[src/common/periph_pkg.sv]
// Shared bus structs, response codes and register offsets; imported by every harness module
package periph_pkg;

    // ============================================================
    // Single-beat load/store bus
    // ============================================================

    // One access, merged address and data channels
    typedef struct packed {
        logic [31:0] addr;
        logic [31:0] wdata;
        logic [3:0]  wstrb;
        logic        write;
    } lite_req_t;

    // Read data plus status, also used as write ack
    typedef struct packed {
        logic [31:0] rdata;
        logic [1:0]  resp;
    } lite_rsp_t;

    // AXI style status codes
    localparam logic [1:0] RESP_OKAY   = 2'd0;
    localparam logic [1:0] RESP_DECERR = 2'd3;

    // ============================================================
    // Register maps, offsets from each block's base
    // ============================================================

    // CLINT, high words sit at +4
    localparam logic [31:0] CLINT_MSIP_OFS     = 32'h0000_0000;
    localparam logic [31:0] CLINT_MTIMECMP_OFS = 32'h0000_4000;
    localparam logic [31:0] CLINT_MTIME_OFS    = 32'h0000_BFF8;

    // PLIC
    localparam logic [31:0] PLIC_ENABLE_OFS  = 32'h0000_0000;
    localparam logic [31:0] PLIC_PENDING_OFS = 32'h0000_0004;
    localparam logic [31:0] PLIC_CLAIM_OFS   = 32'h0000_0008;

    // Byte-lane merge for strobed register writes
    function automatic logic [31:0] strb_merge(
        input logic [31:0] old_word,
        input logic [31:0] wdata,
        input logic [3:0]  wstrb
    );
        logic [31:0] merged;
        merged = old_word;
        for (int b = 0; b < 4; b++) begin
            // Only lanes with strobe set take new data
            if (wstrb[b]) begin
                merged[8*b +: 8] = wdata[8*b +: 8];
            end
        end
        return merged;
    endfunction

endpackage

[src/xbar/lite_xbar.sv]
// Single-master crossbar; decodes each access and routes it to RAM, CLINT, PLIC or a decode error
module lite_xbar import periph_pkg::*; #(
    parameter logic [31:0] CLINT_BASE = 32'h0000_3000,
    parameter logic [31:0] PLIC_BASE  = 32'h0000_F000
) (
    input  logic      clk,
    input  logic      reset,
    // Master side
    input  logic      cpu_req_valid,
    input  lite_req_t cpu_req,
    output logic      cpu_req_ready,
    output logic      cpu_rsp_valid,
    output lite_rsp_t cpu_rsp,
    input  logic      cpu_rsp_ready,
    // External RAM
    output logic      ram_req_valid,
    output lite_req_t ram_req,
    input  logic      ram_req_ready,
    input  logic      ram_rsp_valid,
    input  lite_rsp_t ram_rsp,
    output logic      ram_rsp_ready,
    // Peripheral strobes
    output logic      clint_sel,
    output logic      plic_sel,
    output lite_req_t periph_req,
    input  lite_rsp_t clint_rsp,
    input  lite_rsp_t plic_rsp,
    input  logic      clint_rsp_valid,
    input  logic      plic_rsp_valid
);

    typedef enum logic [1:0] {ST_IDLE, ST_FWD, ST_WAIT, ST_RESP} state_t;
    typedef enum logic [1:0] {TGT_RAM, TGT_CLINT, TGT_PLIC, TGT_ERR} tgt_t;

    state_t    state_q;
    tgt_t      tgt_q;
    lite_req_t req_q;
    lite_rsp_t rsp_q;
    lite_rsp_t rsp_n;
    logic      rsp_done;

    // Address map, RAM also covers the upper half
    function automatic tgt_t decode(input logic [31:0] addr);
        tgt_t tgt;
        if (addr < CLINT_BASE || addr >= 32'h8000_0000) begin
            tgt = TGT_RAM;
        end else if (addr < PLIC_BASE) begin
            tgt = TGT_CLINT;
        end else if (addr <= 32'h0000_FFFF) begin
            tgt = TGT_PLIC;
        end else begin
            tgt = TGT_ERR;
        end
        return tgt;
    endfunction

    // ============================================================
    // Request decode
    // ============================================================

    // One transaction in flight, so ready only when idle
    assign cpu_req_ready = (state_q == ST_IDLE);

    // Latch request and target on acceptance
    always_ff @(posedge clk) begin
        if (cpu_req_valid && cpu_req_ready) begin
            req_q <= cpu_req;
            tgt_q <= decode(cpu_req.addr);
        end
    end

    // RAM sees the address unchanged
    assign ram_req       = req_q;
    assign ram_req_valid = (state_q == ST_FWD) && (tgt_q == TGT_RAM);
    assign ram_rsp_ready = (state_q == ST_WAIT) && (tgt_q == TGT_RAM);

    // One-cycle strobes in FWD
    assign clint_sel = (state_q == ST_FWD) && (tgt_q == TGT_CLINT);
    assign plic_sel  = (state_q == ST_FWD) && (tgt_q == TGT_PLIC);

    // Peripherals get a base-relative offset
    always_comb begin
        periph_req = req_q;
        if (tgt_q == TGT_PLIC) begin
            periph_req.addr = req_q.addr - PLIC_BASE;
        end else begin
            periph_req.addr = req_q.addr - CLINT_BASE;
        end
    end

    // ============================================================
    // Response return
    // ============================================================

    // Pick the response of the selected target
    always_comb begin
        rsp_done = 1'b0;
        rsp_n    = '{rdata: 32'h0, resp: RESP_DECERR};
        case (tgt_q)
            TGT_RAM: begin
                rsp_done = ram_rsp_valid;
                rsp_n    = ram_rsp;
            end
            TGT_CLINT: begin
                rsp_done = clint_rsp_valid;
                rsp_n    = clint_rsp;
            end
            TGT_PLIC: begin
                rsp_done = plic_rsp_valid;
                rsp_n    = plic_rsp;
            end
            // Unmapped, answer locally
            default: rsp_done = 1'b1;
        endcase
    end

    // Held until the master takes it
    always_ff @(posedge clk) begin
        if (state_q == ST_WAIT && rsp_done) begin
            rsp_q <= rsp_n;
        end
    end

    assign cpu_rsp_valid = (state_q == ST_RESP);
    assign cpu_rsp       = rsp_q;

    // Transaction FSM
    always_ff @(posedge clk) begin
        if (reset) begin
            state_q <= ST_IDLE;
        end else begin
            case (state_q)
                ST_IDLE: if (cpu_req_valid) state_q <= ST_FWD;
                // RAM may stall the request, peripherals never do
                ST_FWD:  if (tgt_q != TGT_RAM || ram_req_ready) state_q <= ST_WAIT;
                ST_WAIT: if (rsp_done) state_q <= ST_RESP;
                ST_RESP: if (cpu_rsp_ready) state_q <= ST_IDLE;
                default: state_q <= ST_IDLE;
            endcase
        end
    end

    // RAM request held until accepted
    a_ram_req_stable: assert property (@(posedge clk) disable iff (reset)
        ram_req_valid && !ram_req_ready |=> ram_req_valid && $stable(ram_req));

    // At most one peripheral strobed or answering
    a_sel_onehot: assert property (@(posedge clk) disable iff (reset)
        !(clint_sel && plic_sel) && !(clint_rsp_valid && plic_rsp_valid));

endmodule

[src/clint/irq_clint.sv]
// Core-local interruptor; machine timer, timer compare and software interrupt for the harness
module irq_clint import periph_pkg::*; (
    input  logic      clk,
    input  logic      reset,
    input  logic      sel,
    input  lite_req_t req,
    output lite_rsp_t rsp,
    output logic      rsp_valid,
    output logic      timer_irq,
    output logic      soft_irq
);

    logic        msip_q;
    logic [63:0] mtime_q;
    logic [63:0] mtime_n;
    logic [63:0] mtimecmp_q;
    logic [31:0] rdata_n;
    logic        wr_en;

    assign wr_en = sel && req.write;

    // ============================================================
    // Timer
    // ============================================================

    // Free-running count, a write overrides the addressed word
    always_comb begin
        mtime_n = mtime_q + 64'd1;
        if (wr_en && req.addr == CLINT_MTIME_OFS) begin
            mtime_n[31:0] = strb_merge(mtime_q[31:0], req.wdata, req.wstrb);
        end
        if (wr_en && req.addr == CLINT_MTIME_OFS + 32'd4) begin
            mtime_n[63:32] = strb_merge(mtime_q[63:32], req.wdata, req.wstrb);
        end
    end

    always_ff @(posedge clk) begin
        if (reset) begin
            mtime_q    <= 64'h0;
            mtimecmp_q <= '1;
            msip_q     <= 1'b0;
            timer_irq  <= 1'b0;
        end else begin
            mtime_q   <= mtime_n;
            // Registered compare
            timer_irq <= (mtime_q >= mtimecmp_q);
            if (wr_en && req.addr == CLINT_MTIMECMP_OFS) begin
                mtimecmp_q[31:0] <= strb_merge(mtimecmp_q[31:0], req.wdata, req.wstrb);
            end
            if (wr_en && req.addr == CLINT_MTIMECMP_OFS + 32'd4) begin
                mtimecmp_q[63:32] <= strb_merge(mtimecmp_q[63:32], req.wdata, req.wstrb);
            end
            // Only bit 0 of msip is implemented
            if (wr_en && req.addr == CLINT_MSIP_OFS && req.wstrb[0]) begin
                msip_q <= req.wdata[0];
            end
        end
    end

    assign soft_irq = msip_q;

    // ============================================================
    // Register read
    // ============================================================

    // Unmapped offsets read as zero
    always_comb begin
        case (req.addr)
            CLINT_MSIP_OFS:             rdata_n = {31'h0, msip_q};
            CLINT_MTIMECMP_OFS:         rdata_n = mtimecmp_q[31:0];
            CLINT_MTIMECMP_OFS + 32'd4: rdata_n = mtimecmp_q[63:32];
            CLINT_MTIME_OFS:            rdata_n = mtime_q[31:0];
            CLINT_MTIME_OFS + 32'd4:    rdata_n = mtime_q[63:32];
            default:                    rdata_n = 32'h0;
        endcase
    end

    // Response one cycle after the strobe
    always_ff @(posedge clk) begin
        if (sel) begin
            rsp.rdata <= req.write ? 32'h0 : rdata_n;
            rsp.resp  <= RESP_OKAY;
        end
    end

    always_ff @(posedge clk) begin
        if (reset) begin
            rsp_valid <= 1'b0;
        end else begin
            rsp_valid <= sel;
        end
    end

    // Every response answers a lone strobe with no new strobe on top
    a_rsp_after_sel: assert property (@(posedge clk) disable iff (reset)
        rsp_valid |-> $past(sel) && !sel);

endmodule

[src/plic/irq_plic.sv]
// Platform interrupt controller; level gateways, enables and claim/complete for the harness
module irq_plic import periph_pkg::*; #(
    parameter int NUM_IRQS = 5
) (
    input  logic                clk,
    input  logic                reset,
    input  logic [NUM_IRQS-1:0] irq_in,
    input  logic                sel,
    input  lite_req_t           req,
    output lite_rsp_t           rsp,
    output logic                rsp_valid,
    output logic                ext_irq
);

    logic [NUM_IRQS-1:0] pending_q;
    logic [NUM_IRQS-1:0] pending_n;
    logic [NUM_IRQS-1:0] inflight_q;
    logic [NUM_IRQS-1:0] inflight_n;
    logic [NUM_IRQS-1:0] enable_q;
    logic [NUM_IRQS-1:0] claim_mask;
    logic [31:0]         claim_id;
    logic [31:0]         enable_word;
    logic [31:0]         rdata_n;
    logic                claim_rd;
    logic                claim_wr;

    assign claim_rd    = sel && !req.write && req.addr == PLIC_CLAIM_OFS;
    assign claim_wr    = sel && req.write && req.addr == PLIC_CLAIM_OFS;
    assign enable_word = 32'(enable_q);

    // ============================================================
    // Claim arbitration
    // ============================================================

    // Lowest source number wins, so scan downward
    always_comb begin
        claim_id   = 32'h0;
        claim_mask = '0;
        for (int i = NUM_IRQS - 1; i >= 0; i--) begin
            if (pending_q[i] && enable_q[i]) begin
                claim_id   = 32'(i + 1);
                claim_mask = NUM_IRQS'(1) << i;
            end
        end
    end

    // ============================================================
    // Gateways
    // ============================================================

    always_comb begin
        // Level lines latch while the source is idle
        pending_n  = pending_q | (irq_in & ~inflight_q);
        inflight_n = inflight_q;
        if (claim_rd) begin
            pending_n  = pending_n & ~claim_mask;
            inflight_n = inflight_n | claim_mask;
        end
        // Complete by writing the source id
        if (claim_wr) begin
            for (int i = 0; i < NUM_IRQS; i++) begin
                if (req.wdata == 32'(i + 1)) begin
                    inflight_n[i] = 1'b0;
                end
            end
        end
    end

    always_ff @(posedge clk) begin
        if (reset) begin
            pending_q  <= '0;
            inflight_q <= '0;
            enable_q   <= '0;
            ext_irq    <= 1'b0;
        end else begin
            pending_q  <= pending_n;
            inflight_q <= inflight_n;
            ext_irq    <= |(pending_q & enable_q);
            if (sel && req.write && req.addr == PLIC_ENABLE_OFS) begin
                enable_q <= NUM_IRQS'(strb_merge(enable_word, req.wdata, req.wstrb));
            end
        end
    end

    // ============================================================
    // Register read
    // ============================================================

    always_comb begin
        case (req.addr)
            PLIC_ENABLE_OFS:  rdata_n = enable_word;
            PLIC_PENDING_OFS: rdata_n = 32'(pending_q);
            PLIC_CLAIM_OFS:   rdata_n = claim_id;
            default:          rdata_n = 32'h0;
        endcase
    end

    // Registered response, one cycle after sel
    always_ff @(posedge clk) begin
        if (sel) begin
            rsp.rdata <= req.write ? 32'h0 : rdata_n;
            rsp.resp  <= RESP_OKAY;
        end
    end

    always_ff @(posedge clk) begin
        if (reset) begin
            rsp_valid <= 1'b0;
        end else begin
            rsp_valid <= sel;
        end
    end

    // Gateway holds a source in one stage only
    a_pending_vs_inflight: assert property (@(posedge clk) disable iff (reset)
        (pending_q & inflight_q) == '0);

endmodule

[src/periph_harness.sv]
// Top of the peripheral harness; ties crossbar, CLINT and PLIC to the master, RAM and irq ports
module periph_harness import periph_pkg::*; #(
    parameter int          NUM_IRQS   = 5,
    parameter logic [31:0] CLINT_BASE = 32'h0000_3000,
    parameter logic [31:0] PLIC_BASE  = 32'h0000_F000
) (
    input  logic                clk,
    input  logic                reset,
    input  logic [NUM_IRQS-1:0] irq_in,
    // Load/store master
    input  logic                cpu_req_valid,
    input  lite_req_t           cpu_req,
    output logic                cpu_req_ready,
    output logic                cpu_rsp_valid,
    output lite_rsp_t           cpu_rsp,
    input  logic                cpu_rsp_ready,
    // External RAM
    output logic                ram_req_valid,
    output lite_req_t           ram_req,
    input  logic                ram_req_ready,
    input  logic                ram_rsp_valid,
    input  lite_rsp_t           ram_rsp,
    output logic                ram_rsp_ready,
    // Interrupts to the core
    output logic                timer_irq,
    output logic                soft_irq,
    output logic                ext_irq
);

    // ============================================================
    // Crossbar to peripheral strobes
    // ============================================================

    logic      clint_sel;
    logic      plic_sel;
    lite_req_t periph_req;
    lite_rsp_t clint_rsp;
    lite_rsp_t plic_rsp;
    logic      clint_rsp_valid;
    logic      plic_rsp_valid;

    lite_xbar #(
        .CLINT_BASE (CLINT_BASE),
        .PLIC_BASE  (PLIC_BASE)
    ) u_xbar (
        .clk             (clk),
        .reset           (reset),
        .cpu_req_valid   (cpu_req_valid),
        .cpu_req         (cpu_req),
        .cpu_req_ready   (cpu_req_ready),
        .cpu_rsp_valid   (cpu_rsp_valid),
        .cpu_rsp         (cpu_rsp),
        .cpu_rsp_ready   (cpu_rsp_ready),
        .ram_req_valid   (ram_req_valid),
        .ram_req         (ram_req),
        .ram_req_ready   (ram_req_ready),
        .ram_rsp_valid   (ram_rsp_valid),
        .ram_rsp         (ram_rsp),
        .ram_rsp_ready   (ram_rsp_ready),
        .clint_sel       (clint_sel),
        .plic_sel        (plic_sel),
        .periph_req      (periph_req),
        .clint_rsp       (clint_rsp),
        .plic_rsp        (plic_rsp),
        .clint_rsp_valid (clint_rsp_valid),
        .plic_rsp_valid  (plic_rsp_valid)
    );

    // Timer and software interrupt
    irq_clint u_clint (
        .clk       (clk),
        .reset     (reset),
        .sel       (clint_sel),
        .req       (periph_req),
        .rsp       (clint_rsp),
        .rsp_valid (clint_rsp_valid),
        .timer_irq (timer_irq),
        .soft_irq  (soft_irq)
    );

    // External interrupt lines
    irq_plic #(
        .NUM_IRQS (NUM_IRQS)
    ) u_plic (
        .clk       (clk),
        .reset     (reset),
        .irq_in    (irq_in),
        .sel       (plic_sel),
        .req       (periph_req),
        .rsp       (plic_rsp),
        .rsp_valid (plic_rsp_valid),
        .ext_irq   (ext_irq)
    );

endmodule

[config.mk]
export PLATFORM = sky130hd
export DESIGN_NAME = periph_harness
export DESIGN_NICKNAME = d
export VERILOG_FILES = /design/src/common/periph_pkg.sv /design/src/xbar/lite_xbar.sv /design/src/clint/irq_clint.sv /design/src/plic/irq_plic.sv /design/src/periph_harness.sv
export SDC_FILE = /design/constraint.sdc
export NUM_CORES = 1
export LEC_CHECK = 0
export ABC_AREA = 1
export CORE_ASPECT_RATIO = 1.75
export CORE_MARGIN = 4
export CORE_UTILIZATION = 55
export CTS_CLUSTER_SIZE = 14
export DETAILED_ROUTE_END_ITERATION = 7
export DONT_BUFFER_PORTS = 1
export MAX_ROUTING_LAYER = met4
export PLACE_DENSITY = 0.7
export SYNTH_ARGS = -nofsm -noshare
export SYNTH_HDL_FRONTEND = slang
export SYNTH_HIERARCHICAL = 1
export SYNTH_SLANG_ARGS = --single-unit
[constraint.sdc]
create_clock -name clk -period 9.24 [get_ports clk]
set_clock_uncertainty 0.15 [all_clocks]
set_input_delay 0.462 -clock clk [delete_from_list [all_inputs] [get_ports clk]]
set_output_delay 0.462 -clock clk [all_outputs]
set_load 0.02 [all_outputs]
==> results of run 1 <==
==> stage by stage <==
stage	cells	cell area [um^2]	setup slack, ns	utilization
final	3219	20500	4.50	0.618
after CTS	3218	20500	4.61	0.618
after floorplan	2741	18600	4.33	-
after detailed placement	3056	18400	4.62	0.555
after global routing	3219	20500	4.26	0.618
after global placement	3056	18400	4.76	0.555
==> synth_stat cells, drive strengths merged <==
cell type  number  area [um^2]
nand3b          4         30.0
nand4          69          444
xnor2           8         70.1
clkbuf         33          124
clkinv          1         3.75
nor3b           1         7.51
edfxtp        142         4260
a31oi           1         6.26
inv           337         1270
and2            4         25.0
dfxtp         150         3000
a21o            1         7.51
nor4            2         12.5
o22ai          28          175
conb            2         7.51
o21bai          3         22.5
nand2         940         3600
a21oi          98          490
buf           112          788
ha             71          888
xor2           19          166
o21ai          69          360
nor2          381         1540
nor3           14         86.3
or2             1         6.26
nand3         221         1140
==> registers in the layout, indices dropped and copies added, names as in the netlist <==
| signal | cells |
|---|---|
| u_plic/enable_q | 5 |
| u_plic/ext_irq | 1 |
| u_clint/mtime_q | 64 |
| u_clint/soft_irq | 1 |
| u_xbar/ram_req | 32 |
| u_clint/mtimecmp_q | 64 |
| u_plic/rsp | 5 |
| u_plic/rsp_valid | 1 |
| u_clint/rsp_valid | 1 |
| u_plic/inflight_q | 5 |
| u_xbar/state_q | 2 |
| u_xbar/periph_req | 37 |
| u_clint/timer_irq | 1 |
| u_xbar/tgt_q | 2 |
| u_clint/rsp | 32 |
| u_plic/pending_q | 5 |
| u_xbar/cpu_rsp | 34 |
==> critical path: cells and delay by family (launching register included) <==
| family | cells | cell delay, ns |
|---|---|---|
| buffers and inverters | 1 | 0.28 |
| adders and majority gates | 1 | 0.23 |
| xor gates and xnor gates | 1 | 0.14 |
| DFF | 1 | 0.67 |
| and+or+nand+nor | 15 | 3.10 |
==> per-layer routing <==
layer / vias to the layer above / share of wire / global-route usage
li1: 8598 / - / -
met1: 8450 / 0.30 / 0.363
met2: 1006 / 0.50 / 0.700
met3: 372 / 0.077 / 0.0747
met4: 0 / 0.12 / 0.385
met5: - / 0 / -
==> cell type report <==
class | count | area (um^2)
multi-input cells | 1966 | 9220
repair buffers | 120 | 1190
inverters | 338 | 1270
flip-flops and latches | 292 | 7270
clock inverters | 10 | 164
diodes | 1 | 2.50
well taps | 450 | 563
clock buffers | 42 | 800
fillers | 3030 | 12700
==> cell families after synthesis <==
logic type / after synthesis / share of synthesized area
XOR/XNOR: 27 / 0.0128
AO/OA/AOI/OAI: 200 / 0.0573
buffers and inverters: 483 / 0.118
other: 2 / 0.000405
AND/OR/NAND/NOR: 1637 / 0.372
flip-flops: 292 / 0.392
adder cells (fa/ha/maj): 71 / 0.0479
==> power breakdown <==
| part | total (uW) | leakage, uW | switching [uW] | internal [uW] |
|---|---|---|---|---|
| combinational | 555 | 0.00640 | 403 | 152 |
| sequential | 1760 | 0.00254 | 243 | 1520 |
| clock | 1220 | 0.000474 | 512 | 712 |
==> how the worst min path moves through the flow <==
stage | endpoint | slack, ns
after global routing | u_xbar/tgt_q[1] | 0.08
final | u_xbar/tgt_q[1] | 0.06
after floorplan | u_clint/mtimecmp_q[10] | 0.28
after detailed placement | u_clint/mtimecmp_q[1] | 0.29
after global placement | u_clint/mtimecmp_q[27] | 0.29
after CTS | u_xbar/tgt_q[1] | 0.04
==> what timing repair did <==
item,in CTS,in global routing
endpoints found under the hold margin,168,0
hold buffers,110,0
resized for setup,0,0
endpoints found under the setup margin,0,0
==> impl_metrics.tcl, run 1 <==
set metrics [dict create \
    num_vias 18400 \
    mappedNetlistArea_um2 18500 \
    area_growth_pct 10.5 \
    viasPerCell 5.72 \
    die_x_um 147 \
    ys_ff_latch 292 \
    cts_tree "done" \
    grt_pass1_vias 18400 \
    grt_overflow 0 \
    clk_pin_slew_ns 0.06 \
    start_util 0.559 \
    path_class "reg -> reg" \
    coreArea_um2 33100 \
    cts_sinks 292 \
    drive_above_1_share 0.0444 \
    cts_buffers 28 \
    crit_required_ns 9.50 \
    io_buffers 0 \
    final_common_cell "nand2_1" \
    slowest_stage "nor2_1" \
    reg2reg_slack_ns 4.50 \
    ys_warn_count 6 \
    grt_max_degree 76 \
    antenna_found_initial 1 \
    pin_count 224 \
    wirelength_um 74200 \
    peakVddDrop_mv 0.220 \
    slowest_delay_ns 0.81 \
    fp.dieH_um 251 \
    r2r-start "u_xbar/tgt_q[1]" \
    worst_ep_arrival_time_ns 5.01 \
    cap_violations 0 \
    syn_inst 2712 \
    gp_congestion 1.07 \
    period_share 0.513 \
    fin_hold_ws_ns 0.0622 \
    dp_hpwl_um 56500 \
    status "complete, no violations" \
    crit_fanout 32 \
    final_cell_mix "nand2_1, nor2_1, inv_1" \
    hold_viol_final 0 \
    cts_setup_buffers 0 \
    clock_latency_ns 0.58 \
    p_total_uw 3540 \
    clock-root-buffer "clkbuf_16" \
    max_freq_mhz 211 \
    synth_cell_types 44 \
    drt_iter0_drc 1635 \
    tightest_slew_ns 1.30 \
    slew_headroom 0.131 \
    reg2reg_depth 18 \
    p_leak_uw 0.00941 \
    r2r-end "u_clint/mtimecmp_q[2]" \
    hold_path_class "in -> reg" \
    endpoint_kind "flop" \
    wl_per_cell_um 23.0 \
    grt_pass1_wl_um 109000 \
    dieArea_um2 36800 \
    drc 0 \
    rows 88 \
    finalNetCount 2931 \
    track_usage 0.404 \
    setup_viol 0 \
    crit_start "u_xbar/tgt_q[1]" \
    hold_depth 2 \
    ys_seq_area_frac 0.392 \
    min_period_ns 4.74 \
    syn_avg_cell_area_um2 6.83 \
    ctsHtreeMaxLevel 1 \
    crit_end "u_clint/mtimecmp_q[2]" \
    cts.path.max_buffers 3 \
    maxSlewViolCount 0 \
    drt_pre_antenna_iters 6 \
    powerDensity_nw_per_um2 173 \
    tns_ns 0 \
    grt_setup_unrepaired "no" \
    ant_nets 0 \
    cp-start-kind "flop" \
    min-delay-start "cpu_req[68]" \
    path_cells "nand2_8, ha_1, nor2_1, nand2_1, nor2_1, nand2_2, xnor2_1, nor2_1, nand2_1, nor2_2, nand2_2, nor2_1, nand2_1, buf_4, nor2_1, nand2_1, nand2_1, nand3_1" \
]
(Power assumes the default switching activity.)
==> run 2, diff against run 1 <==
--- a/config.mk
+++ b/config.mk
@@ -5,7 +5,7 @@
 export SDC_FILE = /design/constraint.sdc
 export NUM_CORES = 1
 export LEC_CHECK = 0
-export ABC_AREA = 1
+export ABC_AREA = 0
 export CORE_ASPECT_RATIO = 1.75
 export CORE_MARGIN = 4
 export CORE_UTILIZATION = 55
==> constraint.sdc (replaced) <==
create_clock -name clk -period 4.7 [get_ports clk]
set_clock_uncertainty 0.15 [all_clocks]
set_input_delay 0.235 -clock clk [delete_from_list [all_inputs] [get_ports clk]]
set_output_delay 0.235 -clock clk [all_outputs]
set_load 0.02 [all_outputs]
==> run 2 against run 1 <==
Effect of this change: total power rose by 85%; clock power rose by 84%; cell area decreased by 10%; largest cell class unchanged; cell count decreased by 33%; hold slack got worse by 0.032 ns; critical path depth fell by 6; highest routed layer unchanged; largest power group unchanged; non-clock buffer count grew 34; combinational power is 52% higher; via count is 24% lower; clock-buffer cell count decreased by 5; fmax rose by 5.1%.
==> impl_metrics.tcl, run 2 <==
set metrics [dict create \
    status "complete, no violations" \
    dp.cells 1994 \
    viasPerCell 6.51 \
    antenna_found_initial 1 \
    cts_sinks 292 \
    die_x_um 138 \
    synth_top_cell_by_area "edfxtp_1" \
    final_cells 2162 \
    drt_iter0_drc 1406 \
    ant_nets 0 \
    path_cells "nand2b_1, ha_1, or4_4, nor3_4, nand3_1, xnor2_1, nor4_1, nand3_2, nor4_4, and3_1, nand2_1, o211ai_1" \
    r2r-start "u_xbar/tgt_q[0]" \
    clock-root-buffer "clkbuf_16" \
    place_area_um2 16300 \
    fp.dieH_um 236 \
    cp-start-kind "flop" \
    pin_count 224 \
    drc 0 \
    cts_tree "done" \
    tightest_slew_ns 1.31 \
    hold_path_class "in -> reg" \
    start_util 0.557 \
    final_cell_mix "nand2_1, dfxtp_1, edfxtp_1" \
    drive_above_1_share 0.0872 \
    hold_depth 3 \
    coreArea_um2 29300 \
    powerDensity_nw_per_um2 356 \
    fin_hold_ws_ns 0.0300 \
    reg2reg_depth 12 \
    synth.most_common_cell "nand2_1" \
    ctsHtreeMaxLevel 1 \
    crit_fanout 16 \
    p_clk_frac 0.342 \
    wl_per_cell_um 23.6 \
    ys_warn_count 6 \
    crit_start "u_xbar/tgt_q[0]" \
    num_vias 14100 \
    slowest_delay_ns 0.63 \
    rows 83 \
    clock_latency_ns 0.56 \
    area_growth_pct 12.5 \
    path_depth 12 \
    setup_viol 0 \
    yosys-top-cells-area "edfxtp_1, dfxtp_1, ha_1" \
    io_buffers 0 \
    drt_pre_antenna_iters 8 \
    synth_cell_types 77 \
    final_common_cell "nand2_1" \
    grt_max_degree 117 \
    finalNetCount 1942 \
    ys_seq_area_frac 0.445 \
    crit_required_ns 5.03 \
    grt_pass1_wl_um 78600 \
    maxSlewViolCount 0 \
    postLayoutCellArea_um2 18400 \
    path_class "reg -> reg" \
    crit_end "u_clint/mtimecmp_q[43]" \
    slowest_stage "and3_1" \
    worst_ep_arrival_time_ns 4.84 \
    endpoint_kind "flop" \
    dp_hpwl_um 36400 \
    peakVddDrop_mv 0.369 \
    r2r-end "u_clint/mtimecmp_q[43]" \
    cts_buffers 29 \
    post-route-util 0.627 \
    p_sw_frac 0.308 \
    cap_violations 0 \
    syn_avg_cell_area_um2 9.49 \
    ys_ff_latch 292 \
    comb_power_share 0.129 \
    switching_power_uw 2020 \
    synth-edff-count 142 \
    grt_overflow 0 \
    gp_congestion 0.987 \
    nFillCells 2423 \
    max_freq_mhz 222 \
    p_leak_uw 0.00702 \
    reg2reg_slack_ns 0.19 \
    period_share 0.960 \
    syn_inst 1720 \
    synth_top_area_frac 0.261 \
    hold_viol_final 0 \
    wirelength_um 51100 \
    dieArea_um2 32600 \
    synthArstFlopShare 0 \
    synth_ff_type "dfxtp_1" \
    tns_ns 0 \
    track_usage 0.310 \
    critPathBufInv 0 \
    cts.path.max_buffers 3 \
    internal_power_uw 4520 \
    min_period_ns 4.51 \
    clk_pin_slew_ns 0.06 \
    pwr-share-seq 0.528 \
    slew_headroom 0.113 \
    mappedNetlistArea_um2 16300 \
    synthTopCellsByCount "nand2_1, dfxtp_1, edfxtp_1, inv_1, nor2_1" \
    multi_input_area_um2 7860 \
    grt_pass1_vias 14100 \
    regArea_um2 7270 \
    path_delay_family "simple AND/OR/NAND/NOR gates" \
]
==> run 2: cell type report <==
| class | count | share of cell area |
|---|---|---|
| Antenna cell | 2 | 0.000273 |
| Clock inverter | 15 | 0.00641 |
| Inverter | 92 | 0.0188 |
| Tap cell | 382 | 0.0260 |
| Clock buffer | 37 | 0.0429 |
| Sequential cell | 292 | 0.396 |
| Timing Repair Buffer | 154 | 0.0814 |
| Multi-Input combinational cell | 1188 | 0.428 |
==> run 2: metal layers <==
metal	track usage	wire length, um
met3	0.0505	3800
met4	0.185	3730
met5	-	0
met1	0.325	17900
met2	0.543	25700
==> run 2: what timing repair did <==
action                                  in CTS  in global routing
endpoints found under the setup margin       6                135
setup buffers                                0                  1
pin swaps                                    1                  1
gates resized for setup                      1                  5
endpoints found under the hold margin      228                  0
hold buffers                               113                  0
==> run 2: cell families after synthesis <==
group	count (synthesis)	share of synthesized area
simple gates	600	0.196
flops	292	0.445
buf+inv	269	0.0836
other cells	2	0.000460
mux	80	0.0517
compound gates	387	0.158
xor+xnor	19	0.0102
fa+ha+maj	71	0.0545
==> run 2: worst min path at each step <==
stage	end	slack, ns	start
6_report	u_xbar/tgt_q[0]	0.03	cpu_req[52]
5_1_grt	u_xbar/tgt_q[0]	0.07	cpu_req[52]
4_1_cts	u_xbar/tgt_q[0]	0.05	cpu_req[52]
3_5_place_dp	u_clint/rsp_valid	0.18	reset
3_3_place_gp	u_plic/pending_q[4]	0.18	reset
2_1_floorplan	u_xbar/periph_req[0]	0.18	cpu_req[0]
==> run 2: worst min-delay path: cells and delay by family <==
family,cells,cell delay [ns]
simple gates,1,0.05
compound gates,2,0.30
==> run 2: power groups by stage <==
| stage | Combinational, uW | Clock (uW) | Sequential [uW] |
|---|---|---|---|
| 3_5_place_dp | 725 | 0 | 3510 |
| 3_3_place_gp | 708 | 0 | 3500 |
| 5_1_grt | 920 | 2360 | 3480 |
| 6_report | 844 | 2240 | 3450 |
| 2_1_floorplan | 806 | 0 | 3250 |
| 4_1_cts | 828 | 2280 | 3450 |
==> run 2: per-stage QoR <==
stage	setup slack, ns	power [uW]
2_1_floorplan	0.447	4060
3_3_place_gp	0.169	4210
3_5_place_dp	0.00727	4230
4_1_cts	0.0571	6560
5_1_grt	-0.0737	6760
6_report	0.186	6530
